**src/verilog/rv32i_defs.svh**
```systemverilog
`ifndef RV32I_DEFS_SVH
`define RV32I_DEFS_SVH

// Data and address width of the core.
`define XLEN 32

// The data memory holds 2**DMEM_AW words.
`define DMEM_AW 8

`endif

```
**src/verilog/rv32i_types.sv**
```systemverilog
`include "rv32i_defs.svh"

package rv32i_types;

    typedef logic [`XLEN-1:0]   word_t;      // Data or address word.
    typedef logic [4:0]         reg_idx_t;   // Architectural register index.
    typedef logic [`XLEN/8-1:0] byte_mask_t; // One bit per byte lane.

    // Width codes as they appear in funct3 of loads and stores.
    // Stores only use the signed codes.
    typedef enum logic [2:0] {
        mem_b  = 3'b000,
        mem_h  = 3'b001,
        mem_w  = 3'b010,
        mem_bu = 3'b100,
        mem_hu = 3'b101
    } mem_funct3_t;

endpackage

```
**src/verilog/load_align.sv**
```systemverilog
`timescale 1ns/1ps

module load_align (
    input  rv32i_types::word_t rdata,
    input  logic [1:0]         offset,
    output rv32i_types::word_t lw,
    output rv32i_types::word_t lb,
    output rv32i_types::word_t lbu,
    output rv32i_types::word_t lh,
    output rv32i_types::word_t lhu
);

    rv32i_types::word_t shifted;
    logic [7:0]         load_byte;
    logic [15:0]        load_half;

    assign shifted   = rdata >> {offset, 3'b000};
    assign load_byte = shifted[7:0];
    assign load_half = offset[1] ? rdata[31:16] : rdata[15:0]; // offset[0] is zero when aligned

    assign lw  = rdata;
    assign lb  = {{24{load_byte[7]}}, load_byte};
    assign lbu = {24'd0, load_byte};
    assign lh  = {{16{load_half[15]}}, load_half};
    assign lhu = {16'd0, load_half};

endmodule

```
**config.mk**
```make
export PLATFORM = sky130hd
export DESIGN_NAME = load_align
export DESIGN_NICKNAME = d
export VERILOG_FILES = /design/src/verilog/rv32i_types.sv /design/src/verilog/load_align.sv
export VERILOG_INCLUDE_DIRS = /design/src /design/src/verilog
export SDC_FILE = /design/constraint.sdc
export NUM_CORES = 1
export LEC_CHECK = 0
export BUFFER_PORTS_ARGS = -buffer_cell sky130_fd_sc_hd__buf_4
export CAP_MARGIN = 20
export CORE_AREA = 2 2 75 77
export DETAILED_ROUTE_END_ITERATION = 8
export DIE_AREA = 0 0 77 79
export GPL_TIMING_DRIVEN = 0
export PLACE_DENSITY = 0.73
export SYNTH_ARGS = -nofsm -noshare
export SYNTH_HDL_FRONTEND = slang
export SYNTH_SLANG_ARGS = --single-unit
```
**constraint.sdc**
```tcl
create_clock -name vclk -period 3.14
set_input_delay 0.314 -clock vclk [all_inputs]
set_output_delay 0.314 -clock vclk [all_outputs]
set_load 0.03 [all_outputs]
```
---- Word-level counts from Yosys, hierarchy flattened ----
Cells that the tools add are included.
word-level totals
  input bits .............................. 34
  flip-flop bits (word level) ............. 0
  logic and storage cells ................. 2
operators by class
  shift-type cells ........................ 1
  muxes and demuxes ....................... 1
operators with widths
  cell          count
  $shr 32x5->8  1
  $mux 16       1

---- Depth between registers and ports, before layout ----
  word-level depth ........................ 1
  mapped depth ............................ 5
  depth with buffers taken out ............ 1

---- Least setup slack after synthesis ----
Ideal clock, no wire load.
  path kind ............................... input port to output port
  from .................................... input offset[1]
  to ...................................... output lb[10]
  required time ........................... 2826 ps
  arrival ................................. 1703 ps
  cell stages on the path ................. 3
  slack ................................... 1123 ps
  cell sequence ........................... buf_6 > mux4_1 > buf_4
between the ends
  cells in the longest elaborated chain, start to end .. 1
ends and longest elaborated chain
  item             RTL line          source
  start, declared  load_align.sv:5   input logic [1:0] offset,
  $shr 32x5->8     load_align.sv:17  assign shifted = rdata >> {offset, 3'b000};
  end, declared    load_align.sv:7   output rv32i_types::word_t lb,
No other way between the ends.

---- Final worst setup path ----
  from .................................... input offset[0]
  to ...................................... output lbu[7]
between the ends
  cells in the longest elaborated chain, start to end .. 1
ends and longest elaborated chain
  item           RTL line          source
  $shr 32x5->8   load_align.sv:17
  end, declared  load_align.sv:8   output rv32i_types::word_t lbu,
No other way between the ends.

==> summary.md <==
| Metric | Value |
|---|---|
| TNS Setup | `0 ps` |
| First-pass GRT wire length | `~6200 um` |
| Overall Global Routing Usage | `0.121` |
| Die Y | `just under 80 um` |
| Status | `completed` |
| Hold Path Sink | `lw[17]` |
| Max VDD drop | `0.000175 V` |
| Cell repeated most along the worst path | `buf_4` |
| Clkbuf count | `0` |
| Antenna Cells | `0` |
| Post-synthesis instance total | `about 170` |
| Worst setup EP type | `output pin` |
| Synth Area in Compound Gates | `0` |
| Largest family of logic cells by synthesized area | `buffers and inverters` |
| Worst endpoint data arrival time | `~1900 ps` |
| Ratio of cells with drive above 1 in the final layout | `0.871` |
| 1st-pass router iterations | `4` |
| Wirelength per Cell | `roughly 10 um` |
| Hold depth | `3` |
| CORE AREA | `approximately 5300 um2` |
| Postcts setup bufs | `0` |
| Final Max Tran Viols | `0` |
| Mapped Avg Cell Area | `between 8 and 9 um2` |
| Max Cap Viol | `0` |
| Synth Area in XOR/XNOR | `0` |
| Nets | `between 300 and 400` |
| Sequential share of the synthesized area | `0` |
| Startpoint Class | `input port` |
| Slew @ Worst Pin | `approximately 800 ps` |
| Multiplexer share of the synthesized area | `0.261` |
| IO Pins | `between 150 and 200` |
| Synthesis Warnings | `0` |
| Mapped Area | `~1500 um2` |
| # fillers | `522` |
| Worst EP required | `~2800 ps` |
| Hold Path Class | `in -> out` |
| PwrDens | `around 280 nW/um2` |
| Multi-input combinational cell area | `~530 um2` |
| Drt via density | `between 3 and 4` |
| Post-DRT Antenna Nets | `0` |
| Clock period minus worst slack | `approximately 2200 ps` |
| Layout area overhead | `94.8%` |
| Buffers plus inverters on the worst setup path | `3` |
| Initial antenna violation count | `0` |
| CP Class | `in -> out` |
| Fin crit share | `0.691` |
| Leakage | `between 1.5 and 2 nW` |
| Relative slew slack | `0.477` |
| Max stage delay on crit path | `720 ps` |
| Max Fclk | `0.461 GHz` |
| FF+latch count | `0` |
| GR met2 Demand/Resource | `0.255` |
| Final setup violation count | `0` |
| Area share of and/or/nand/nor cells after synthesis | `0` |
| Crit-path cells | `clkbuf_1 -> mux4_1 -> buf_4 -> buf_4` |
| Placer Congestion | `approximately 0.73` |
| CP max stage cell | `mux4_1` |
| Tot Pwr | `0.000800 W` |
| DRT Wirelength | `roughly 4300 um` |
| Die width | `77 um` |
| CP Max Fanout | `26` |
| Die area | `just over 6000 um2` |
| CTS resizes | `0` |
| Num rows | `27` |
| DR vias | `1473` |
| Vias in the first global route | `about 1200` |
| Top delay family on crit path | `buffers and inverters` |
| Final hold violations | `0` |
| Met3 GRT Util | `0.0273` |
| 1st-iter DRT viols | `18` |
| Dpl hpwl | `3860 um` |
| Adder and majority gate portion of the synthesized area | `0` |
| Largest net degree at the start of global routing | `27` |
| Initial Util | `0.272` |
| FF/Latch Area | `0 um2` |
| DRC Markers | `0` |
| Post-cts hold buffer count | `0` |
| PortBufs | `152` |
| Netlist cell types | `9` |
| Min-delay src | `rdata[17]` |
| GR peak layer | `met2` |
| Grt ovf | `0` |
| RSZ-0062 raised after global routing | `false` |
| M1 GR Usage | `0.128` |
power breakdown:
group | switching [W] | internal, W | total [W]
Combinational | 0.000444 | 0.000356 | 0.000800
Sequential | 0 | 0 | 0
Clock | 0 | 0 | 0
Total | 0.000444 | 0.000356 | 0.000800
stage by stage:
step	util	hold slack, ps	instances	instance area [um2]	setup WS (ps)
after global placement	0.530	944	428	2830	947
after floorplan	-	760	204	1600	1120
after detailed placement	0.530	947	428	2830	927
final	0.530	945	428	2830	969
after CTS	0.530	947	428	2830	921
after global routing	0.530	956	428	2830	777
placed cells by master (no fill, tap or decap):
cell type | Yosys | layout
buf_4 | 136 | 288
conb_1 | 1 | 40
mux2_2 | 16 | 16
mux4_1 | 5 | 5
mux4_2 | 3 | 3
buf_6 | 1 | 1
buf_12 | 1 | 1
clkbuf_8 | 1 | 1
clkbuf_1 | 1 | 1
routing by layer:
layer  part of all wire  vias to the layer above
met2               0.57                      100
met5                  0                        -
li1                   -                      748
met1               0.31                      625
met4                  0                        0
met3               0.12                        0
logic make-up after synthesis:
| kind of cell | count (synthesis) |
|---|---|
| buffers and inverters | 140 |
| muxes | 24 |
| other | 1 |
how the worst max path moves through the flow:
stage / startpoint / to / slack, ps / cells after the start
4_1_cts: offset[0] / lbu[7] / 920 / 4
3_3_place_gp: offset[0] / lb[27] / 950 / 4
5_1_grt: offset[0] / lb[11] / 780 / 4
2_1_floorplan: offset[1] / lb[10] / 1120 / 3
6_report: offset[0] / lbu[7] / 970 / 4
3_5_place_dp: offset[0] / lbu[7] / 930 / 4
cell usage after synthesis, drive strengths merged:
cell,instances,area [um2]
mux2,16,180
conb,1,3.75
mux4,8,199
buf,138,1050
clkbuf,2,17.5
area by class of cell:
| cell class | instances | area share |
|---|---|---|
| multi-input cells | 64 | 0.187 |
| repair buffers | 152 | 0.403 |
| plain buffers | 140 | 0.378 |
| well taps | 72 | 0.0318 |
(Power assumes the default switching activity.)
