## config.mk

```make
export PLATFORM = sky130hd
export DESIGN_NAME = wb_stage
export DESIGN_NICKNAME = d
export VERILOG_FILES = /design/src/verilog/rv32i_types.sv /design/src/verilog/pipe_types.sv /design/src/verilog/wb_stage.sv
export VERILOG_INCLUDE_DIRS = /design/src /design/src/verilog
export SDC_FILE = /design/constraint.sdc
export NUM_CORES = 1
export LEC_CHECK = 0
export BUFFER_PORTS_ARGS = -buffer_cell sky130_fd_sc_hd__buf_2
export CAP_MARGIN = 15
export CORE_AREA = 2 2 130 132
export DETAILED_ROUTE_END_ITERATION = 10
export DIE_AREA = 0 0 132 134
export PLACE_DENSITY_LB_ADDON = 0.12
export SYNTH_ARGS = -nofsm -noshare
export SYNTH_HDL_FRONTEND = slang
export SYNTH_SLANG_ARGS = --single-unit
```

## constraint.sdc

```tcl
create_clock -name vclk -period 3.4
set_input_delay 0 -clock vclk [all_inputs]
set_output_delay 0 -clock vclk [all_outputs]
set_load 0.01 [all_outputs]
```

## src/verilog/rv32i_defs.svh

```systemverilog
`ifndef RV32I_DEFS_SVH
`define RV32I_DEFS_SVH

// Data and address width of the core.
`define XLEN 32

// The data memory holds 2**DMEM_AW words.
`define DMEM_AW 8

`endif

```

## src/verilog/rv32i_types.sv

```systemverilog
`include "rv32i_defs.svh"

package rv32i_types;

    typedef logic [`XLEN-1:0]   word_t;      // Data or address word.
    typedef logic [4:0]         reg_idx_t;   // Architectural register index.
    typedef logic [`XLEN/8-1:0] byte_mask_t; // One bit per byte lane.

    // Width codes as they appear in funct3 of loads and stores.
    // Stores only use the signed codes.
    typedef enum logic [2:0] {
        mem_b  = 3'b000,
        mem_h  = 3'b001,
        mem_w  = 3'b010,
        mem_bu = 3'b100,
        mem_hu = 3'b101
    } mem_funct3_t;

endpackage

```

## src/verilog/pipe_types.sv

```systemverilog
package pipe_types;

    // Source of the value written back to the register file.
    typedef enum logic [3:0] {
        alu_out_wb  = 4'd0,
        br_en_wb    = 4'd1,
        u_imm_wb    = 4'd2,
        pc_plus4_wb = 4'd3,
        lw_wb       = 4'd4,
        lb_wb       = 4'd5,
        lbu_wb      = 4'd6,
        lh_wb       = 4'd7,
        lhu_wb      = 4'd8
    } wb_sel_t;

    typedef logic [63:0] order_t; // Retirement order of an instruction.

endpackage

```

## src/verilog/wb_stage.sv

```systemverilog
`timescale 1ns/1ps

module wb_stage (
    input  logic                  r_valid,
    input  rv32i_types::word_t    r_pc,
    input  rv32i_types::reg_idx_t r_rd_s,
    input  logic                  r_regf_we,
    input  pipe_types::wb_sel_t   r_wb_sel,
    input  rv32i_types::word_t    r_alu_out,
    input  rv32i_types::word_t    r_br_en,
    input  rv32i_types::word_t    r_u_imm,
    input  logic                  r_misaligned,
    input  rv32i_types::word_t    lw,
    input  rv32i_types::word_t    lb,
    input  rv32i_types::word_t    lbu,
    input  rv32i_types::word_t    lh,
    input  rv32i_types::word_t    lhu,
    output logic                  wb_valid,
    output rv32i_types::reg_idx_t wb_rd_s,
    output rv32i_types::word_t    wb_rd_v,
    output logic                  wb_regf_we
);

    rv32i_types::word_t rd_v_sel;

    always_comb begin
        case (r_wb_sel)
            pipe_types::alu_out_wb:  rd_v_sel = r_alu_out;
            pipe_types::br_en_wb:    rd_v_sel = r_br_en;
            pipe_types::u_imm_wb:    rd_v_sel = r_u_imm;
            pipe_types::pc_plus4_wb: rd_v_sel = r_pc + 32'd4; // Link value of jal and jalr.
            pipe_types::lw_wb:       rd_v_sel = lw;
            pipe_types::lb_wb:       rd_v_sel = lb;
            pipe_types::lbu_wb:      rd_v_sel = lbu;
            pipe_types::lh_wb:       rd_v_sel = lh;
            pipe_types::lhu_wb:      rd_v_sel = lhu;
            default:                 rd_v_sel = '0;
        endcase
    end

    assign wb_valid   = r_valid;
    assign wb_rd_s    = r_rd_s;
    assign wb_rd_v    = r_valid ? rd_v_sel : '0;
    // x0 is never written, and a misaligned access retires without a result.
    assign wb_regf_we = r_valid && r_regf_we && (r_rd_s != '0) && !r_misaligned;

endmodule

```

* Word level (Yosys, flattened, before mapping)
Cells that the tools add are included.
** Cells by class
- Reduce and logical (&&, ||, !) cells :: 6
- Eq/ne operators :: 8
- Multipliers :: 0
- Magnitude comparators :: 0
- $add $sub $neg :: 1
- Muxes and demuxes :: 2
- Divide/modulo/power cells :: 0
- Shift-type cells :: 0
- Bitwise operators :: 0
** Operator list (count)
- one-hot mux 32 bit (9 select lines) :: 1
- adder 32 x 3 -> 32 bit, second input constant :: 1
- 2-to-1 mux 32 bit :: 1
- equality test 4 x 3 -> 1 bit, second input constant :: 4
- equality test 4 x 2 -> 1 bit, second input constant :: 2
- nonzero test 5 bit :: 1
- equality test 4 x 1 -> 1 bit, second input constant :: 1
- equality test 4 bit, second input constant :: 1
- logical NOT 4 bit :: 1
- logical AND 1 bit :: 3
- logical NOT 1 bit :: 1
** Word-level totals
- Input port bits :: 300
- ROM bits :: 0
- Word-level logic and storage cells :: 17
- Bits in writable memories :: 0
- Memories :: 0
- Bits in registers :: 0
- Latch bits :: 0
- Output and inout bits :: 39

* Depth between registers and ports, before layout
- Depth in word-level cells :: 3
- Depth in mapped cells :: 8
- Mapped depth without buffers :: 6

* Worst setup path after synthesis
OpenSTA, ideal clock, no wires.
- Kind :: input-to-output
- From :: input port r_wb_sel[1]
- To :: output port wb_rd_v[11]
- Arrival time :: 1470 ps
- Data required time :: 3400 ps
- Path slack :: 1930 ps
- Stages on the path :: 6
- Cells stage by stage :: buf_2 buf_2 nor4_2 buf_2 a221oi_1 a31oi_1
** Between the ends
- Cells in the longest elaborated chain, start to end :: 3
- Elaborated cells on any way between the ends :: 11
- Classes of those cells :: eq/ne (8); mux (2); reduce/logical (1)
** RTL lines
- from (decl) :: line wb_stage.sv:8 : input pipe_types::wb_sel_t r_wb_sel,
- equality test 4 bit (tied with other cells) :: line wb_stage.sv:27 : case (r_wb_sel)
- one-hot mux 32 bit (9 select lines) * :: line wb_stage.sv:27
- 2-to-1 mux 32 bit * :: line wb_stage.sv:43 : assign wb_rd_v = r_valid ? rd_v_sel : '0;
- to (decl) :: line wb_stage.sv:20 : output rv32i_types::word_t wb_rd_v,
Every way passes the cells marked *; elsewhere a longest branch is shown, timed or not.

* Worst setup path after layout
- From :: input port r_wb_sel[0]
- To :: output port wb_rd_v[26]
The elaborated chain is that of the path after synthesis.

==> flow_summary.yaml <==
cells_and_area:
  stdcell_area_um2: 4930
  nFlopsAndLatches: 0
  regArea_um2: 0
  fillers: 1917
  n_clock_buffer: 0
  area_growth_pct: 60.5
  nets: 1075
  layout-drive-gt1-share: 0.477
power:
  vdd_drop_max_v: 0.0000391
  leakagePower_nw: 2.36
  p_per_area_nw_per_um2: 113
  p_int_w: 0.000259
  clockPowerShare: 0
  pwr-share-seq: 0
  p_sw_w: 0.000297
  combPwrFrac: 1.000
  switching_share: 0.534
floorplanning:
  ioPinCount: 339
  num_rows: 47
  fp.dieArea_um2: 17700
  core_area_um2: 16300
  die-height_um: 134
  die_w_um: 132
  start_util: 0.189
drt:
  first_pass_iters: 5
  drt_iter0_markers: 302
  drc: 0
  vias: 5172
  via_per_inst: 5.20
  ant_nets: 0
  wl_per_cell_um: 22.0
  wl_um: 21900
logic_synthesis:
  netlist_area_um2: 3070
  synth.most_common_cell: "mux2i_1"
  ys_top_cells_by_area: "mux2i_1, a22oi_1, nand2_1"
  yosysSeqAreaShare: 0
  synth_area_leader_cell: "mux2i_1"
  ys_warn_count: 0
  synthesis.nets: 770
  syn_area_per_cell_um2: 6.55
  syn-instance-count: 469
  synth_top_area_share: 0.163
  synthDistinctLibCells: 54
  yosys-top-cells-count: "mux2i_1, nand2_1, nor2_1, a22oi_1, clkbuf_1"
timing:
  worst_pin_slew_ns: 0.888
  fin_hold_ws_ns: 0.202
  hold_viol: 0
  slew_headroom: 0.393
  period_needed_ns: 2.59
  fmax_mhz: 386
  setup_viol: 0
  slew_violations: 0
  layout_worst_path_cycle_share: 0.761
  rsz0062_at_grt: "false"
  setup-tns-final_ns: 0
global_routing:
  overflow: 0
  grt_max_degree: 37
  grt_usage: 0.232
  grt_pass1_wl_um: 31900
  grt_pass1_vias: 5350
  antenna_found_initial: 2
clock_tree:
  cts_resized: 0
  postCtsHoldBufs: 0
  post_cts_buffers: 0
worst_setup_path:
  path_max_fanout: 22
  critPathKind: "in2out"
  start_kind: "input pin"
  endpoint_kind: "output pin"
  worstSetupEndpoint: "wb_rd_v[26]"
  cp_data_required_time_ns: 3.40
  cp.arrival_ns: 2.59
  startpoint: "r_wb_sel[0]"
placement:
  gp_congestion: 0.878
  dpl-instance-area_um2: 4930
  hpwl_um: 18400
  placement.io_buffers: 339
worst_hold_path:
  hold_depth: 2
  hold_class: "in2out"
flow_run:
  max_cap_violations: 0
status:
  status: "completed"
power by group through the flow:
stage	logic [W]	clock network [W]	registers, W
6_report	0.000556	0.0000000000787	0
5_1_grt	0.000606	0.0000000000787	0
4_1_cts	0.000560	0	0
3_5_place_dp	0.000558	0	0
3_3_place_gp	0.000556	0	0
2_1_floorplan	0.000249	0	0
cell type report:
class | count | area (um2) | share of cell area
diodes | 2 | 5.00 | 0.00101
multi-input cells | 414 | 2830 | 0.575
repair buffers | 352 | 1790 | 0.364
well taps | 220 | 275 | 0.0558
inverters | 6 | 22.5 | 0.00457
how the worst min path moves through the flow:
| stage | to | start |
|---|---|---|
| final | wb_rd_s[2] | r_rd_s[2] |
| after global routing | wb_rd_s[0] | r_rd_s[0] |
| after CTS | wb_rd_s[3] | r_rd_s[3] |
| after detailed placement | wb_rd_s[3] | r_rd_s[3] |
| after global placement | wb_rd_s[2] | r_rd_s[2] |
| after floorplan | wb_regf_we | r_misaligned |
logic make-up after synthesis:
kind of cell | share of synthesized area
compound gates | 0.395
xor+xnor | 0.0399
buf+inv | 0.0831
mux | 0.185
fa+ha+maj | 0.00407
simple gates | 0.293
cell usage in the layout (no fill, tap or decap), types with 2 or more instances in the layout:
master     netlist  layout
o31a_1           9       9
a211oi_1         8       8
a221oi_1        14      14
nand2_1         49      49
or2_2            4       4
a21oi_1         25      25
o21a_1           4       4
nand2b_1         4       4
nand3_1          7       7
a31oi_1         13      13
diode_2          0       2
a32oi_1          3       3
nor3_1          19      19
a2111oi_0        5       5
or3_1            4       4
nor2b_1         10      10
a22o_1          12      12
nor4_1          14      14
nand3b_1         2       2
inv_1            6       6
o21ai_0         24      24
o221ai_1         5       5
nor2_1          39      39
and2_0           2       2
buf_4            6      13
a22oi_1         26      26
buf_2           15     339
xnor2_1          8       8
nand4_1          5       5
a222oi_1         3       3
and2_1           4       4
nor4_4           2       3
xor2_1           6       6
o22a_1           2       2
mux2_2           4       4
o22ai_1          9       9
o32ai_1          5       5
mux2i_1         50      50
critical path: stages:
cell,delay [ns]
buf_2,0.48
buf_4,0.42
or2_2,0.29
nor3_1,0.08
a2111oi_0,0.80
buf_4,0.25
o22ai_1,0.09
buf_2,0.17
stage by stage:
step	instances	total power, W	utilization	worst slack (ns)
finish	994	0.000556	0.303	0.812
global route	994	0.000606	0.303	0.667
detailed placement	992	0.000558	0.302	0.755
CTS	992	0.000560	0.302	0.759
floorplan	469	0.000249	-	1.93
global placement	992	0.000556	0.302	0.724
routing by layer:
metal	vias up	GRT usage	share of wire
li1	2447	-	-
met1	2447	0.288	0.41
met2	262	0.433	0.51
met3	16	0.0321	0.071
met4	0	0.0344	0.016
met5	-	0	0
No activity file was read; power rests on OpenSTA's default activity.
