==> config.mk <==
export PLATFORM = sky130hd
export DESIGN_NAME = mem_stage
export DESIGN_NICKNAME = d
export VERILOG_FILES = /design/src/verilog/rv32i_types.sv /design/src/verilog/pipe_types.sv /design/src/verilog/mem_stage.sv
export VERILOG_INCLUDE_DIRS = /design/src /design/src/verilog
export SDC_FILE = /design/constraint.sdc
export NUM_CORES = 1
export LEC_CHECK = 0
export BUFFER_PORTS_ARGS = -buffer_cell sky130_fd_sc_hd__buf_2
export CAP_MARGIN = 40
export CORE_AREA = 4 4 203 205
export CTS_BUF_LIST = sky130_fd_sc_hd__clkbuf_8
export DETAILED_ROUTE_END_ITERATION = 8
export DIE_AREA = 0 0 207 209
export PLACE_DENSITY = 0.43
export REMOVE_ABC_BUFFERS = 1
export SETUP_SLACK_MARGIN = 0.5
export SLEW_MARGIN = 5
export SYNTH_ARGS = -nofsm -noshare
export SYNTH_HDL_FRONTEND = slang
export SYNTH_SLANG_ARGS = --single-unit
==> constraint.sdc <==
create_clock -name clk -period 2.32 [get_ports clk]
set_clock_uncertainty 0.05 [all_clocks]
set_input_delay 0.58 -clock clk [delete_from_list [all_inputs] [get_ports clk]]
set_output_delay 0.58 -clock clk [all_outputs]
set_load 0.05 [all_outputs]
==> src/verilog/rv32i_defs.svh <==
`ifndef RV32I_DEFS_SVH
`define RV32I_DEFS_SVH

// Data and address width of the core.
`define XLEN 32

// The data memory holds 2**DMEM_AW words.
`define DMEM_AW 8

`endif

==> src/verilog/rv32i_types.sv <==
`include "rv32i_defs.svh"

package rv32i_types;

    typedef logic [`XLEN-1:0]   word_t;      // Data or address word.
    typedef logic [4:0]         reg_idx_t;   // Architectural register index.
    typedef logic [`XLEN/8-1:0] byte_mask_t; // One bit per byte lane.

    // Width codes as they appear in funct3 of loads and stores.
    // Stores only use the signed codes.
    typedef enum logic [2:0] {
        mem_b  = 3'b000,
        mem_h  = 3'b001,
        mem_w  = 3'b010,
        mem_bu = 3'b100,
        mem_hu = 3'b101
    } mem_funct3_t;

endpackage

==> src/verilog/pipe_types.sv <==
package pipe_types;

    // Source of the value written back to the register file.
    typedef enum logic [3:0] {
        alu_out_wb  = 4'd0,
        br_en_wb    = 4'd1,
        u_imm_wb    = 4'd2,
        pc_plus4_wb = 4'd3,
        lw_wb       = 4'd4,
        lb_wb       = 4'd5,
        lbu_wb      = 4'd6,
        lh_wb       = 4'd7,
        lhu_wb      = 4'd8
    } wb_sel_t;

    typedef logic [63:0] order_t; // Retirement order of an instruction.

endpackage

==> src/verilog/mem_stage.sv <==
`timescale 1ns/1ps

module mem_stage (
    input  logic                     clk,
    input  logic                     arst_n,
    input  logic                     in_valid,
    input  rv32i_types::word_t       in_pc,
    input  pipe_types::order_t       in_order,
    input  rv32i_types::reg_idx_t    in_rd_s,
    input  logic                     in_regf_we,
    input  pipe_types::wb_sel_t      in_wb_sel,
    input  rv32i_types::word_t       in_alu_out,
    input  rv32i_types::word_t       in_br_en,
    input  rv32i_types::word_t       in_u_imm,
    input  rv32i_types::word_t       in_rs2_v,
    input  rv32i_types::mem_funct3_t in_funct3,
    input  logic                     in_mem_read,
    input  logic                     in_mem_write,
    output rv32i_types::word_t       dmem_addr,
    output rv32i_types::byte_mask_t  dmem_wmask,
    output rv32i_types::word_t       dmem_wdata,
    output logic                     dmem_re,
    output logic                     r_valid,
    output rv32i_types::word_t       r_pc,
    output pipe_types::order_t       r_order,
    output rv32i_types::reg_idx_t    r_rd_s,
    output logic                     r_regf_we,
    output pipe_types::wb_sel_t      r_wb_sel,
    output rv32i_types::word_t       r_alu_out,
    output rv32i_types::word_t       r_br_en,
    output rv32i_types::word_t       r_u_imm,
    output logic [1:0]               r_offset,
    output rv32i_types::mem_funct3_t r_funct3,
    output logic                     r_misaligned
);

    logic [1:0]              offset;
    logic                    mem_access;
    logic                    misaligned;
    rv32i_types::byte_mask_t lane_mask;

    assign offset     = in_alu_out[1:0];
    assign mem_access = in_valid && (in_mem_read || in_mem_write);

    // Lanes touched by the access and whether the offset fits its width.
    always_comb begin
        case (in_funct3)
            rv32i_types::mem_h, rv32i_types::mem_hu: begin
                lane_mask  = rv32i_types::byte_mask_t'(3) << offset;
                misaligned = offset[0];
            end
            rv32i_types::mem_w: begin
                lane_mask  = '1;
                misaligned = (offset != 2'd0);
            end
            default: begin
                lane_mask  = rv32i_types::byte_mask_t'(1) << offset;
                misaligned = 1'b0;
            end
        endcase
    end

    assign dmem_addr  = {in_alu_out[31:2], 2'b00}; // Memory works on whole words.
    assign dmem_wdata = in_rs2_v << {offset, 3'b000};
    assign dmem_wmask = (in_valid && in_mem_write && !misaligned) ? lane_mask : '0;
    assign dmem_re    = in_valid && in_mem_read && !misaligned;

    always_ff @(posedge clk or negedge arst_n) begin
        if (!arst_n) begin
            r_valid      <= 1'b0;
            r_regf_we    <= 1'b0;
            r_misaligned <= 1'b0;
            r_pc         <= '0;
        end else begin
            r_valid      <= in_valid;
            r_regf_we    <= in_regf_we;
            r_misaligned <= mem_access && misaligned; // Flag follows its instruction.
            r_pc         <= in_pc;
        end
    end

    always_ff @(posedge clk) begin
        r_order   <= in_order;
        r_rd_s    <= in_rd_s;
        r_wb_sel  <= in_wb_sel;
        r_alu_out <= in_alu_out;
        r_br_en   <= in_br_en;
        r_u_imm   <= in_u_imm;
        r_offset  <= offset;
        r_funct3  <= in_funct3;
    end

endmodule

# Word level (Yosys, flattened, before mapping)
# Cells that the tools add are included.
# classes
n_reduce_logical	10
n_eq_ne	3
mux	3
shift	3
# op_table
cell	n
$shl A32 B5 Y32	1
$pmux W4 S2	1
$logic_and A1 B1 Y1	6
$mux W4	1
$shl A1 B2 Y4 const A	1
$shl A2 B2 Y4 const A	1
$eq A3 B1 Y1 const B	1
$eq A3 B2 Y1 const B	1
$eq A3 B3 Y1 const B	1
$pmux W1 S2	1
$reduce_bool A2 Y1	1
$reduce_or A2 Y1	1
$logic_not A1 Y1	1
$logic_or A1 B1 Y1	1
# word_totals
word_cells	31
register_bits	209

# Longest topological paths before layout
# Gate-level depths: netlist (run 1).
# depth
word_depth	6
mapped_depth	4
mapped_depth_nobuf	3

# Least setup slack after synthesis (run 1)
# OpenSTA, ideal clock, no wires.
# synth_path
path_type	input -> output
start	input in_funct3[0]
end	output dmem_wmask[3]
t_arrival_ps	2126
setup_slack_ps	-436
cell_stages	3
required_ps	1690
n_path_buf	0
path_cell_list	nor3b_4 -> mux2i_1 -> o31ai_1
# synth_via
elab_chain_cells	6
# synth_lines
item	line	text
start: declaration	mem_stage.sv:16	input rv32i_types::mem_funct3_t in_funct3,
$eq A3 B1 Y1 or $eq A3 B3 Y1 (tied branches)	mem_stage.sv:47	case (in_funct3)
$reduce_or A2 Y1	mem_stage.sv:47	
$pmux W1 S2	mem_stage.sv:47	
$logic_not A1 Y1	mem_stage.sv:65	assign dmem_wmask = (in_valid && in_mem_write && !misaligned) ? lane_mask : '0;
$logic_and A1 B1 Y1	mem_stage.sv:65	
$mux W4 *	mem_stage.sv:65	
end: declaration	mem_stage.sv:20	output rv32i_types::byte_mask_t dmem_wmask,
# Every way passes the cells marked *; elsewhere a longest branch is shown, timed or not.

# Final worst setup path (run 1)
# layout_path
start	input in_funct3[2]
end	output dmem_wmask[1]
# The elaborated chain is that of the path after synthesis.

==> out/summary.txt, run 1 <==
======================================================================================
Required time of the worst setup path                                          1.69 ns
Number of endpoints with negative hold slack in the final report                     0
Detailed-placement wirelength estimate                                       18,700 um
Routed length per placed instance                                              16.7 um
First-pass GRT wire length                                                   33,500 um
Overall die area                                                           43,300 um^2
Register cell area after layout                                              4330 um^2
Wire length after detailed routing                                           24,700 um
Number of port buffers                                                             517
Overall Power                                                                0.00962 W
Number of buffers on the longest clock path                                          3
CTS sink count                                                                     207
Setup tns final                                                                   0 ns
Detailed-router iteration count before antenna repair                                4
Floorplan row count                                                                 73
Nets                                                                             1,161
CTS root buffer                                                           sky130_fd_sc_hd__clkbuf_8
Finish-stage setup viols                                                             0
Die X-Extent                                                                    207 um
Grt total ovfl                                                                       0
Flip-flop cell with the highest count after synthesis                     sky130_fd_sc_hd__dfxtp_1
Count of yosys warnings during synthesis                                             0
Distinct cell type count of the synthesized netlist                                 23
Via total after detailed routing                                                 4,897
Post-Route Hold Slack                                                        0.0737 ns
Slowest cell on the critical path                                         sky130_fd_sc_hd__nor3b_4
Peak Freq                                                                      446 MHz
Leading cell type by number of instances after synthesis                  sky130_fd_sc_hd__dfxtp_1
Delay of the slowest cell on the worst path                                    0.27 ns
I/O pin cnt                                                                        520
Outcome                                                                   finished clean
Mapped Avg Cell Area                                                         15.3 um^2
Number of antenna violations at the first check in global routing                    7
Max-slew violation count                                                             0
Final clock period utilization by the worst path                                 96.6%
Die boundary height                                                             209 um
Share of post-route cells with drive strength above 1                            72.9%
Min-delay worst type                                                            in2reg
TritonCTS clock tree                                                             built
Residual DRC count                                                                   0
Endpoint, Worst Hold                                                      r_u_imm[8]$_DFF_P_
Area of the core                                                           39,500 um^2
Leakage power of the design                                                    5.34 nW
Arrival time of data at the critical path endpoint                             1.61 ns
Tot GR Track Use                                                                 10.4%
Vias in the first global route                                                   5,302
Cell depth of the worst min-delay path                                               1
Area of the multi-input gates                                                1040 um^2
Post-synthesis sequential element count                                            207
Dominant cells by area after synthesis                                    sky130_fd_sc_hd__dfxtp_1 (66%), sky130_fd_sc_hd__dfrtp_1 (17%), sky130_fd_sc_hd__buf_4 (5.3%)
Launch point of the worst hold path                                        in_u_imm[8]
Most frequent cell on the critical path                                   sky130_fd_sc_hd__buf_6
Clock slew at the register clock pins of the worst setup and hold paths        0.06 ns
Final critical-path required period                                            2.24 ns
Top fanout value on the critical path                                                4
Gpl congestion                                                                   0.830
Growth of design area from synthesis to finish                                    112%
Fill cell count                                                                  4,060
Cell taking the most area after synthesis                                 sky130_fd_sc_hd__dfxtp_1
Number of max-cap violations                                                         0
Number of instances in the synthesized netlist                                     342
Critical Setup Path Class                                                       in2out
Detailed Route Iter0 Violations                                                    129
Area fraction of the dominant cell type after synthesis                          65.8%
Crit. End Element                                                           output pin
Effective utilization at floorplan                                               13.3%
Cts bufs inserted                                                                   40
Antenna-violating nets left                                                          0
Routed vias/inst                                                                  3.32
Commonest cells in the synthesized netlist                                sky130_fd_sc_hd__dfxtp_1 (172), sky130_fd_sc_hd__buf_4 (37), sky130_fd_sc_hd__dfrtp_1 (35)
Startpoint Class                                                          primary input
Share of the yosys chip area belonging to registers                              82.5%
Power per Cell Area                                                        867 nW/um^2
CP Cell Sequence                                                          buf_6, nor3b_4, buf_6, nor3_4, nor4b_2, buf_4
Cell area after technology mapping                                           5240 um^2
Htree depth                                                                          2
FFs w/ async S/R, synth                                                          16.9%
Largest net degree at the start of global routing                                   23
Post-synth EDFFs                                                                     0
Setup repair after global routing missed its margin                               true
Maximum ir drop on the vdd rail                                               0.338 mV
======================================================================================
cell type report:
type / count / share of cell area, %
flip-flops and latches: 207 / 39.0
diodes: 2 / 0.0451
repair buffers: 577 / 38.0
clock inverters: 24 / 1.80
well taps: 525 / 5.92
clock buffers: 47 / 5.83
multi-input cells: 93 / 9.35
registers in the layout (all words and copies together) (netlist names):
| signal | cells |
|---|---|
| r_u_imm | 32 |
| r_br_en | 32 |
| r_alu_out | 31 |
| r_offset | 1 |
| r_pc | 32 |
| r_regf_we | 1 |
| r_order | 64 |
| r_funct3 | 3 |
| r_wb_sel | 4 |
| r_rd_s | 5 |
| r_misaligned | 1 |
| r_valid | 1 |
metrics by stage:
stage	util (%)	instance area, um^2	instances	worst slack [ns]
after floorplan	-	4920	300	-0.436
after global placement	21.1	8310	1358	-0.0699
after detailed placement	21.1	8310	1358	-0.0710
after CTS	26.5	10500	1465	0.0846
after global routing	28.1	11100	1475	-0.00662
final	28.1	11100	1475	0.0797
cell families after synthesis:
family          share of synthesized area [%]
flops                                    82.5
simple gates                             4.83
buf+inv                                  6.07
compound gates                           3.11
mux                                      3.25
xor+xnor                                0.167
other cells                            0.0716
worst max-delay path, delay by kind of cell:
family                 cells  cell delay, ns
buffers and inverters      3            0.49
and+or+nand+nor            3            0.54
how the worst max path moves through the flow:
stage	endpoint	start	slack, ns
2_1_floorplan	dmem_wmask[3]	in_funct3[0]	-0.44
3_3_place_gp	dmem_wmask[3]	in_funct3[1]	-0.07
3_5_place_dp	dmem_wmask[3]	in_funct3[1]	-0.07
4_1_cts	dmem_wmask[3]	in_funct3[1]	0.08
5_1_grt	dmem_wmask[1]	in_funct3[2]	-0.007
6_report	dmem_wmask[1]	in_funct3[2]	0.08
power by group:
group,total (W),internal [W],leakage (nW),switching [W]
Combinational,0.00201,0.000689,3.00,0.00132
Clock,0.00378,0.00220,0.473,0.00159
Sequential,0.00383,0.00376,1.86,0.0000667
Total,0.00962,0.00664,5.34,0.00297
metal layers:
layer / track usage [%] / wire length (um) / up-vias
li1: - / - / 2241
met3: 4.86 / 2480 / 66
met5: 0 / 27 / -
met1: 10.2 / 8410 / 2245
met4: 4.90 / 920 / 4
met2: 18.4 / 12800 / 341
cell usage in the layout (no fill, tap or decap), types with 9 or more instances in the layout:
master / instances
sky130_fd_sc_hd__clkbuf_8: 47
sky130_fd_sc_hd__buf_4: 102
sky130_fd_sc_hd__dfxtp_1: 167
sky130_fd_sc_hd__mux2i_4: 13
sky130_fd_sc_hd__clkbuf_4: 42
sky130_fd_sc_hd__buf_6: 65
sky130_fd_sc_hd__buf_2: 310
sky130_fd_sc_hd__dfrtp_1: 35
sky130_fd_sc_hd__buf_12: 9
sky130_fd_sc_hd__dlygate4sd3_1: 25
sky130_fd_sc_hd__inv_1: 11
sky130_fd_sc_hd__buf_8: 19
timing repair:
item | in CTS | in global routing
setup buffers | 7 | 7
gates resized for setup | 294 | 148
endpoints found under the setup margin | 158 | 95
hold buffers | 25 | 0
gates cloned | 4 | 1
hold endpoints to repair | 37 | 0
pin swaps | 24 | 19
Note: power is estimated with default switching activity, not from simulation.
==> inputs of run 2 (changes only) <==
--- a/config.mk
+++ b/config.mk
@@ -6,7 +6,7 @@
 export SDC_FILE = /design/constraint.sdc
 export NUM_CORES = 1
 export LEC_CHECK = 0
-export BUFFER_PORTS_ARGS = -buffer_cell sky130_fd_sc_hd__buf_2
+export BUFFER_PORTS_ARGS = -buffer_cell sky130_fd_sc_hd__buf_4
 export CAP_MARGIN = 40
 export CORE_AREA = 4 4 203 205
 export CTS_BUF_LIST = sky130_fd_sc_hd__clkbuf_8
==> constraint.sdc (replaced) <==
create_clock -name clk -period 2.32 [get_ports clk]
set_clock_uncertainty 0.05 [all_clocks]
set_input_delay 0.116 -clock clk [delete_from_list [all_inputs] [get_ports clk]]
set_output_delay 0.116 -clock clk [all_outputs]
set_load 0.05 [all_outputs]
==> run 2 against run 1 <==
Compared with the run above:
- sequential power about the same
- worst hold slack worse by 0.016 ns
- critical path depth unchanged
- via count up 10%
- sequential cell count unchanged
- clock power up 4%
- power up 3.1%
- cell count up 10%
- first-iteration DRC count up 10%
- worst setup slack better by 0.55 ns
- combinational power up 7%
- largest cell class is now buffers
- highest routed layer is now met4
==> out/summary.txt, run 2 (synthesis gave the netlist of run 1 again) <==
======================================================================================
Outcome                                                                   finished clean
Leakage power of the design                                                    5.95 nW   +12%
Gpl congestion                                                                   0.796   -4.1%
Startpoint Class                                                          primary input
Via total after detailed routing                                                 5,385   +10%
Arrival time of data at the critical path endpoint                             2.08 ns   +0.47 ns
Crit. End Element                                                                 flop
TritonCTS clock tree                                                             built
Floorplan row count                                                                 73   unchanged
CTS sink count                                                                     207   unchanged
Number of port buffers                                                             517   unchanged
Total non-filler cell area in the finished layout                          12,400 um^2   +12%
Post-DP Area                                                                 9470 um^2   +14%
Max-slew violation count                                                             0   unchanged
Nets                                                                             1,311   +13%
Die X-Extent                                                                    207 um   unchanged
Wire length after detailed routing                                           26,100 um   +5.9%
Final critical-path required period                                            1.69 ns   -0.546 ns
Htree depth                                                                          2   unchanged
Diode count                                                                          0   -2
Area of the core                                                           39,500 um^2   unchanged
CTS root buffer                                                           sky130_fd_sc_hd__clkbuf_8
Post-Place Setup Slack                                                        0.773 ns   +0.844 ns
Most frequent cells in the layout                                         sky130_fd_sc_hd__buf_4 (518), sky130_fd_sc_hd__dlygate4sd3_1 (210), sky130_fd_sc_hd__dfxtp_1 (172)
Largest net degree at the start of global routing                                   42   +83%
Finish-stage setup viols                                                             0   unchanged
Peak Freq                                                                      590 MHz   +32%
Cts bufs inserted                                                                   39   -2.5%
Vias in the first global route                                                   6,081   +15%
Top fanout value on the critical path                                                2   -2
Number of endpoints with negative hold slack in the final report                     0   unchanged
Number of antenna violations at the first check in global routing                    0   -7
Share of post-route cells with drive strength above 1                            53.0%   -20 points
Worst slew slack as a fraction of its limit                                      63.3%
Number of buffers on the longest clock path                                          3   unchanged
Tot GR Track Use                                                                 11.5%   +1.1 points
Count of instances resized after the clock tree is built                             0   -100%
Maximum ir drop on the vdd rail                                               0.367 mV   +8.6%
Number of max-cap violations                                                         0   unchanged
I/O pin cnt                                                                        520   unchanged
Setup repair after global routing missed its margin                              false
Largest register FFs                                                                64   unchanged
Detailed-placement wirelength estimate                                       19,400 um   +4.0%
Register with the most flip-flops                                              r_order
Overall die area                                                           43,300 um^2   unchanged
Critical Setup Path Class                                                       in2reg
Min-delay worst type                                                          in2async
Clock slew at the register clock pins of the worst setup and hold paths        0.06 ns   about the same
Power per Cell Area                                                        797 nW/um^2   -8.1%
Setup tns final                                                                   0 ns   unchanged
Least setup slack across all paths after layout                               0.625 ns   +0.546 ns
Grt total ovfl                                                                       0   unchanged
First-pass GRT wire length                                                   38,000 um   +13%
Residual DRC count                                                                   0   unchanged
Detailed-router iteration count before antenna repair                                4   unchanged
Detailed Route Iter0 Violations                                                    142   +10%
Growth of design area from synthesis to finish                                    137%
Slew at the pin closest to its max-slew limit                                 0.550 ns
Final clock period utilization by the worst path                                 73.0%   -24 points
Die boundary height                                                             209 um   unchanged
Effective utilization at floorplan                                               13.3%   unchanged
Post-Route Hold Slack                                                        0.0580 ns   -0.0157 ns
Antenna-violating nets left                                                          0   unchanged
Most common cell after layout, fill and taps aside                        sky130_fd_sc_hd__buf_4
Required time of the worst setup path                                          2.70 ns   +1.01 ns
Routed length per placed instance                                              16.1 um   -3.7%
Routed vias/inst                                                                  3.32   about the same
======================================================================================
==> run 2: cell count changes in the layout (fill, tap and decap cells not counted), sizes merged <==
| cell | change |
|---|---|
| dlygate4sd3 | +185 |
| clkbuf | -45 |
| buf | +10 |
| inv | -4 |
| bufinv | +2 |
| clkinv | +2 |
| diode | -2 |
| bufbuf | -1 |
==> run 2: repair_timing <==
item	CTS	global route
endpoints found under the hold margin	242	0
setup buffers	0	0
hold buffers	210	0
==> run 2: area by class of cell <==
| cell class | count | area, um^2 |
|---|---|---|
| clock buffers | 45 | 619 |
| clock inverters | 24 | 244 |
| fillers | 3990 | 27000 |
| multi-input cells | 93 | 602 |
| flip-flops and latches | 207 | 4320 |
| well taps | 525 | 657 |
| repair buffers | 728 | 5990 |
==> run 2: power by group <==
| group | switching, W | internal (W) | total [W] |
|---|---|---|---|
| Combinational | 0.00131 | 0.000851 | 0.00216 |
| Sequential | 0.0000643 | 0.00376 | 0.00382 |
| Clock | 0.00159 | 0.00234 | 0.00393 |
==> run 2: worst max-delay path by stage <==
stage / start / endpoint / slack (ns)
2_1_floorplan: in_funct3[0] / dmem_wmask[3] / 0.49
3_3_place_gp: in_alu_out[1] / dmem_wmask[3] / 0.79
3_5_place_dp: in_alu_out[1] / dmem_wmask[3] / 0.77
4_1_cts: in_mem_read / r_misaligned$_DFF_PN0_ / 0.71
5_1_grt: in_mem_read / r_misaligned$_DFF_PN0_ / 0.61
6_report: in_mem_read / r_misaligned$_DFF_PN0_ / 0.63
==> run 2: critical path, cell delays in order <==
cell and delay, ns:
sky130_fd_sc_hd__dlygate4sd3_1 0.54, sky130_fd_sc_hd__buf_4 0.13, sky130_fd_sc_hd__o21ai_0 0.13, sky130_fd_sc_hd__dlygate4sd3_1 0.56, sky130_fd_sc_hd__a21oi_1 0.04, sky130_fd_sc_hd__dlygate4sd3_1 0.56
==> run 2: through the flow <==
stage / utilization [%] / cells / power [W]
after CTS: 31.5 / 1622 / 0.0101
after detailed placement: 24.0 / 1343 / 0.00576
after floorplan: - / 300 / 0.00480
after global placement: 24.0 / 1343 / 0.00576
after global routing: 31.5 / 1622 / 0.0104
final: 31.5 / 1622 / 0.00991
==> run 2: layer usage <==
| layer | up-vias | global-route usage, % | routed length [um] |
|---|---|---|---|
| li1 | 2536 | - | - |
| met1 | 2469 | 12.1 | 9320 |
| met2 | 329 | 20.6 | 13600 |
| met3 | 51 | 4.82 | 2340 |
| met4 | 0 | 4.24 | 844 |
| met5 | - | 0 | 0 |
==> inputs of run 3 (changes only) <==
--- a/config.mk
+++ b/config.mk
@@ -6,13 +6,14 @@
 export SDC_FILE = /design/constraint.sdc
 export NUM_CORES = 1
 export LEC_CHECK = 0
+export ABC_AREA = 1
 export BUFFER_PORTS_ARGS = -buffer_cell sky130_fd_sc_hd__buf_4
 export CAP_MARGIN = 40
-export CORE_AREA = 4 4 203 205
+export CORE_AREA = 4 4 201 203
 export CTS_BUF_LIST = sky130_fd_sc_hd__clkbuf_8
 export DETAILED_ROUTE_END_ITERATION = 8
-export DIE_AREA = 0 0 207 209
-export PLACE_DENSITY = 0.43
+export DIE_AREA = 0 0 205 207
+export PLACE_DENSITY = 0.45
 export REMOVE_ABC_BUFFERS = 1
 export SETUP_SLACK_MARGIN = 0.5
 export SLEW_MARGIN = 5
==> constraint.sdc (replaced) <==
create_clock -name clk -period 1.4 [get_ports clk]
set_clock_uncertainty 0.05 [all_clocks]
set_input_delay 0.07 -clock clk [delete_from_list [all_inputs] [get_ports clk]]
set_output_delay 0.07 -clock clk [all_outputs]
set_load 0.05 [all_outputs]
==> run 3 against run 2 <==
Compared with the run above:
- the flow now finishes with violations (negative hold slack)
- die area is 1.9% lower
- sequential cell count stayed put
- power is 74% higher
- sequential power is 70% higher
- first-iteration DRC count is 5.6% higher
- clock-buffer cell count is 4 higher
- routed wire length is 28% higher
- non-clock buffer count is 33 higher
- via count is 11% higher
- combinational power is 110% higher
- critical endpoint is now r_pc[22]
==> out/summary.txt, run 3 <==
======================================================================================
Outcome                                                                   finished, violations left
Violated checks                                                           negative hold slack
Finish-stage setup viols                                                             0   unchanged
Count of yosys warnings during synthesis                                             0   unchanged
Number of port buffers                                                             517   unchanged
Post-DP Area                                                                 9490 um^2   +0.25%
Detailed Route Iter0 Violations                                                    150   +5.6%
Tot GR Track Use                                                                 14.8%   +3.3 points
Grt total ovfl                                                                       0   unchanged
Cell area after technology mapping                                           5220 um^2   -0.29%
Via total after detailed routing                                                 6,002   +11%
Min-delay worst type                                                          in2async
Mapped Avg Cell Area                                                         14.1 um^2   -8.1%
Most frequent cells in the layout                                         sky130_fd_sc_hd__buf_4 (279), sky130_fd_sc_hd__dlygate4sd3_1 (211), sky130_fd_sc_hd__buf_8 (170)
Nets                                                                             1,376   +5.0%
Peak Freq                                                                      792 MHz
Setup repair after global routing missed its margin                               true
Die X-Extent                                                                    205 um   -0.97%
Crit-path leading delay family                                              flip-flops
CTS root buffer                                                           sky130_fd_sc_hd__clkbuf_8
Effective utilization at floorplan                                               13.6%   +0.30 points
Startpoint Class                                                                  flop
Area fraction of the dominant cell type after synthesis                          66.0%   +0.19 points
CP Cell Sequence                                                                 buf_6
Leading cell type by number of instances after synthesis                  sky130_fd_sc_hd__dfxtp_1
I/O pin cnt                                                                        520   unchanged
Detailed-placement wirelength estimate                                       22,900 um   +18%
Detailed-router iteration count before antenna repair                                4   unchanged
Growth of design area from synthesis to finish                                    194%
Most common cell after layout, fill and taps aside                        sky130_fd_sc_hd__buf_4
Slowest cell on the critical path                                         sky130_fd_sc_hd__dfrtp_1
Routed length per placed instance                                              19.9 um   +23%
Power per Cell Area                                                       1120 nW/um^2   +41%
Area of the core                                                           38,500 um^2   -2.5%
Share of post-route cells with drive strength above 1                            75.6%   +23 points
Final critical-path required period                                            1.26 ns
First-pass GRT wire length                                                   46,200 um   +21%
Floorplan row count                                                                 72   -1.4%
Vias in the first global route                                                   6,935   +14%
Wire length after detailed routing                                           33,500 um   +28%
Setup tns final                                                                   0 ns   unchanged
Leakage power of the design                                                    6.89 nW   +16%
Required time of the worst setup path                                          1.28 ns   -1.42 ns
Top fanout value on the critical path                                                1   -1
Register cell area after layout                                              4560 um^2   +5.6%
FFs w/ async S/R, synth                                                          16.9%   unchanged
Number of instances in the synthesized netlist                                     371   +8.5%
Total non-filler cell area in the finished layout                          15,400 um^2   +24%
Critical Setup Path Class                                                      reg2out
Max-slew violation count                                                             0   unchanged
Cts bufs inserted                                                                   40   +2.6%
Delay of the slowest cell on the worst path                                    0.41 ns   -0.15 ns
Routed vias/inst                                                                  3.56   +7.2%
Cell taking the most area after synthesis                                 sky130_fd_sc_hd__dfxtp_1
CTS sink count                                                                     207   unchanged
Largest register FFs                                                                64   unchanged
Register with the most flip-flops                                              r_order
Flip-flop cell with the highest count after synthesis                     sky130_fd_sc_hd__dfxtp_1
Fill cell count                                                                  3,508   -12%
Number of buffers on the longest clock path                                          3   unchanged
Overall die area                                                           42,400 um^2   -1.9%
Die boundary height                                                             207 um   -0.96%
Worst Path Buf+Inv                                                                   1   -3
Largest net degree at the start of global routing                                   20   -52%
Crit. End Element                                                           output pin
Share of the yosys chip area belonging to registers                              82.7%   +0.24 points
Number of max-cap violations                                                         0   unchanged
Htree depth                                                                          2   unchanged
Post-Route Hold Slack                                                       -0.0955 ns   -0.153 ns
Commonest cells in the synthesized netlist                                sky130_fd_sc_hd__dfxtp_1 (172), sky130_fd_sc_hd__buf_4 (37), sky130_fd_sc_hd__dfrtp_1 (35)
Number of antenna violations at the first check in global routing                    6   +6
Gpl congestion                                                                   0.895   +12%
Post-synth EDFFs                                                                     0   unchanged
Post-synthesis sequential element count                                            207   unchanged
TritonCTS clock tree                                                             built
Arrival time of data at the critical path endpoint                             1.14 ns   -0.94 ns
Final clock period utilization by the worst path                                 90.2%
Distinct cell type count of the synthesized netlist                                 19   -17%
Maximum ir drop on the vdd rail                                               0.498 mV   +36%
Dominant cells by area after synthesis                                    sky130_fd_sc_hd__dfxtp_1 (66%), sky130_fd_sc_hd__dfrtp_1 (17%), sky130_fd_sc_hd__buf_4 (5.3%)
Number of endpoints with negative hold slack in the final report                    16   +16
Hold_buf cts                                                                       211   +0.48%
Clock slew at the register clock pins of the worst setup and hold paths        0.05 ns   about the same
Residual DRC count                                                                   0   unchanged
Antenna-violating nets left                                                          0   unchanged
Area of the multi-input gates                                                1100 um^2   +82%
======================================================================================
[run 3: changes by cell type after synthesis, sizes merged, moves of 10 or more]
| cell | before | now |
|---|---|---|
| nor2 | 9 | 32 |
| inv | 0 | 15 |
| nor2b | 10 | 0 |
| nand2 | 11 | 26 |
| mux2i | 17 | 0 |
[run 3: power by group]
| part | total, W | switching [W] | internal [W] |
|---|---|---|---|
| logic | 0.00456 | 0.00247 | 0.00209 |
| clock network | 0.00620 | 0.00280 | 0.00340 |
| registers | 0.00649 | 0.000222 | 0.00627 |
[run 3: cell type report]
| type | instances | share of cell area [%] |
|---|---|---|
| Clock buffer | 49 | 4.39 |
| Sequential cell | 207 | 29.7 |
| Timing Repair Buffer | 761 | 53.0 |
| Inverter | 15 | 0.538 |
| Antenna cell | 4 | 0.0652 |
| Tap cell | 518 | 4.22 |
| Multi-Input combinational cell | 109 | 7.14 |
| Clock inverter | 23 | 0.986 |
[run 3: logic make-up after synthesis]
| kind of cell | synth area share, % |
|---|---|
| buffers and inverters | 7.45 |
| flip-flops | 82.7 |
| AND/OR/NAND/NOR | 4.94 |
| AO/OA/AOI/OAI | 4.79 |
| other | 0.0718 |
[run 3: worst max-delay path by stage]
stage / cells past startpoint / end / start
floorplan: 5 / dmem_wmask[1] / in_alu_out[1]
finish: 1 / r_pc[22] / r_pc[22]$_DFF_PN0_
global route: 1 / r_pc[22] / r_pc[22]$_DFF_PN0_
global placement: 7 / dmem_re / in_alu_out[1]
CTS: 1 / r_pc[30] / r_pc[30]$_DFF_PN0_
detailed placement: 7 / dmem_re / in_alu_out[1]
[run 3: through the flow]
| step | power, W | cells | setup slack, ns | utilization, % |
|---|---|---|---|---|
| after global routing | 0.0180 | 1684 | 0.0656 | 39.9 |
| final | 0.0172 | 1686 | 0.137 | 39.9 |
| after detailed placement | 0.00962 | 1372 | 0.182 | 24.7 |
| after global placement | 0.00963 | 1372 | 0.183 | 24.7 |
| after floorplan | 0.00797 | 330 | 0.120 | - |
| after CTS | 0.0174 | 1677 | 0.0552 | 38.8 |
[run 3: routing by layer]
metal | routed length [um] | up-vias | global-route usage, % | part of all wire [%]
met5 | 38 | - | 0 | 0.11
met1 | 10500 | 2840 | 13.7 | 31
li1 | - | 2691 | - | -
met3 | 3180 | 88 | 5.19 | 9.5
met4 | 1600 | 6 | 7.35 | 4.8
met2 | 18200 | 377 | 28.1 | 54
[run 3: timing repair]
item / in CTS / in global routing
gates cloned: 4 / 2
buffers inserted: 18 / 3
hold endpoints to repair: 242 / 16
resized for setup: 712 / 85
pin swaps: 24 / 19
endpoints found under the setup margin: 245 / 246
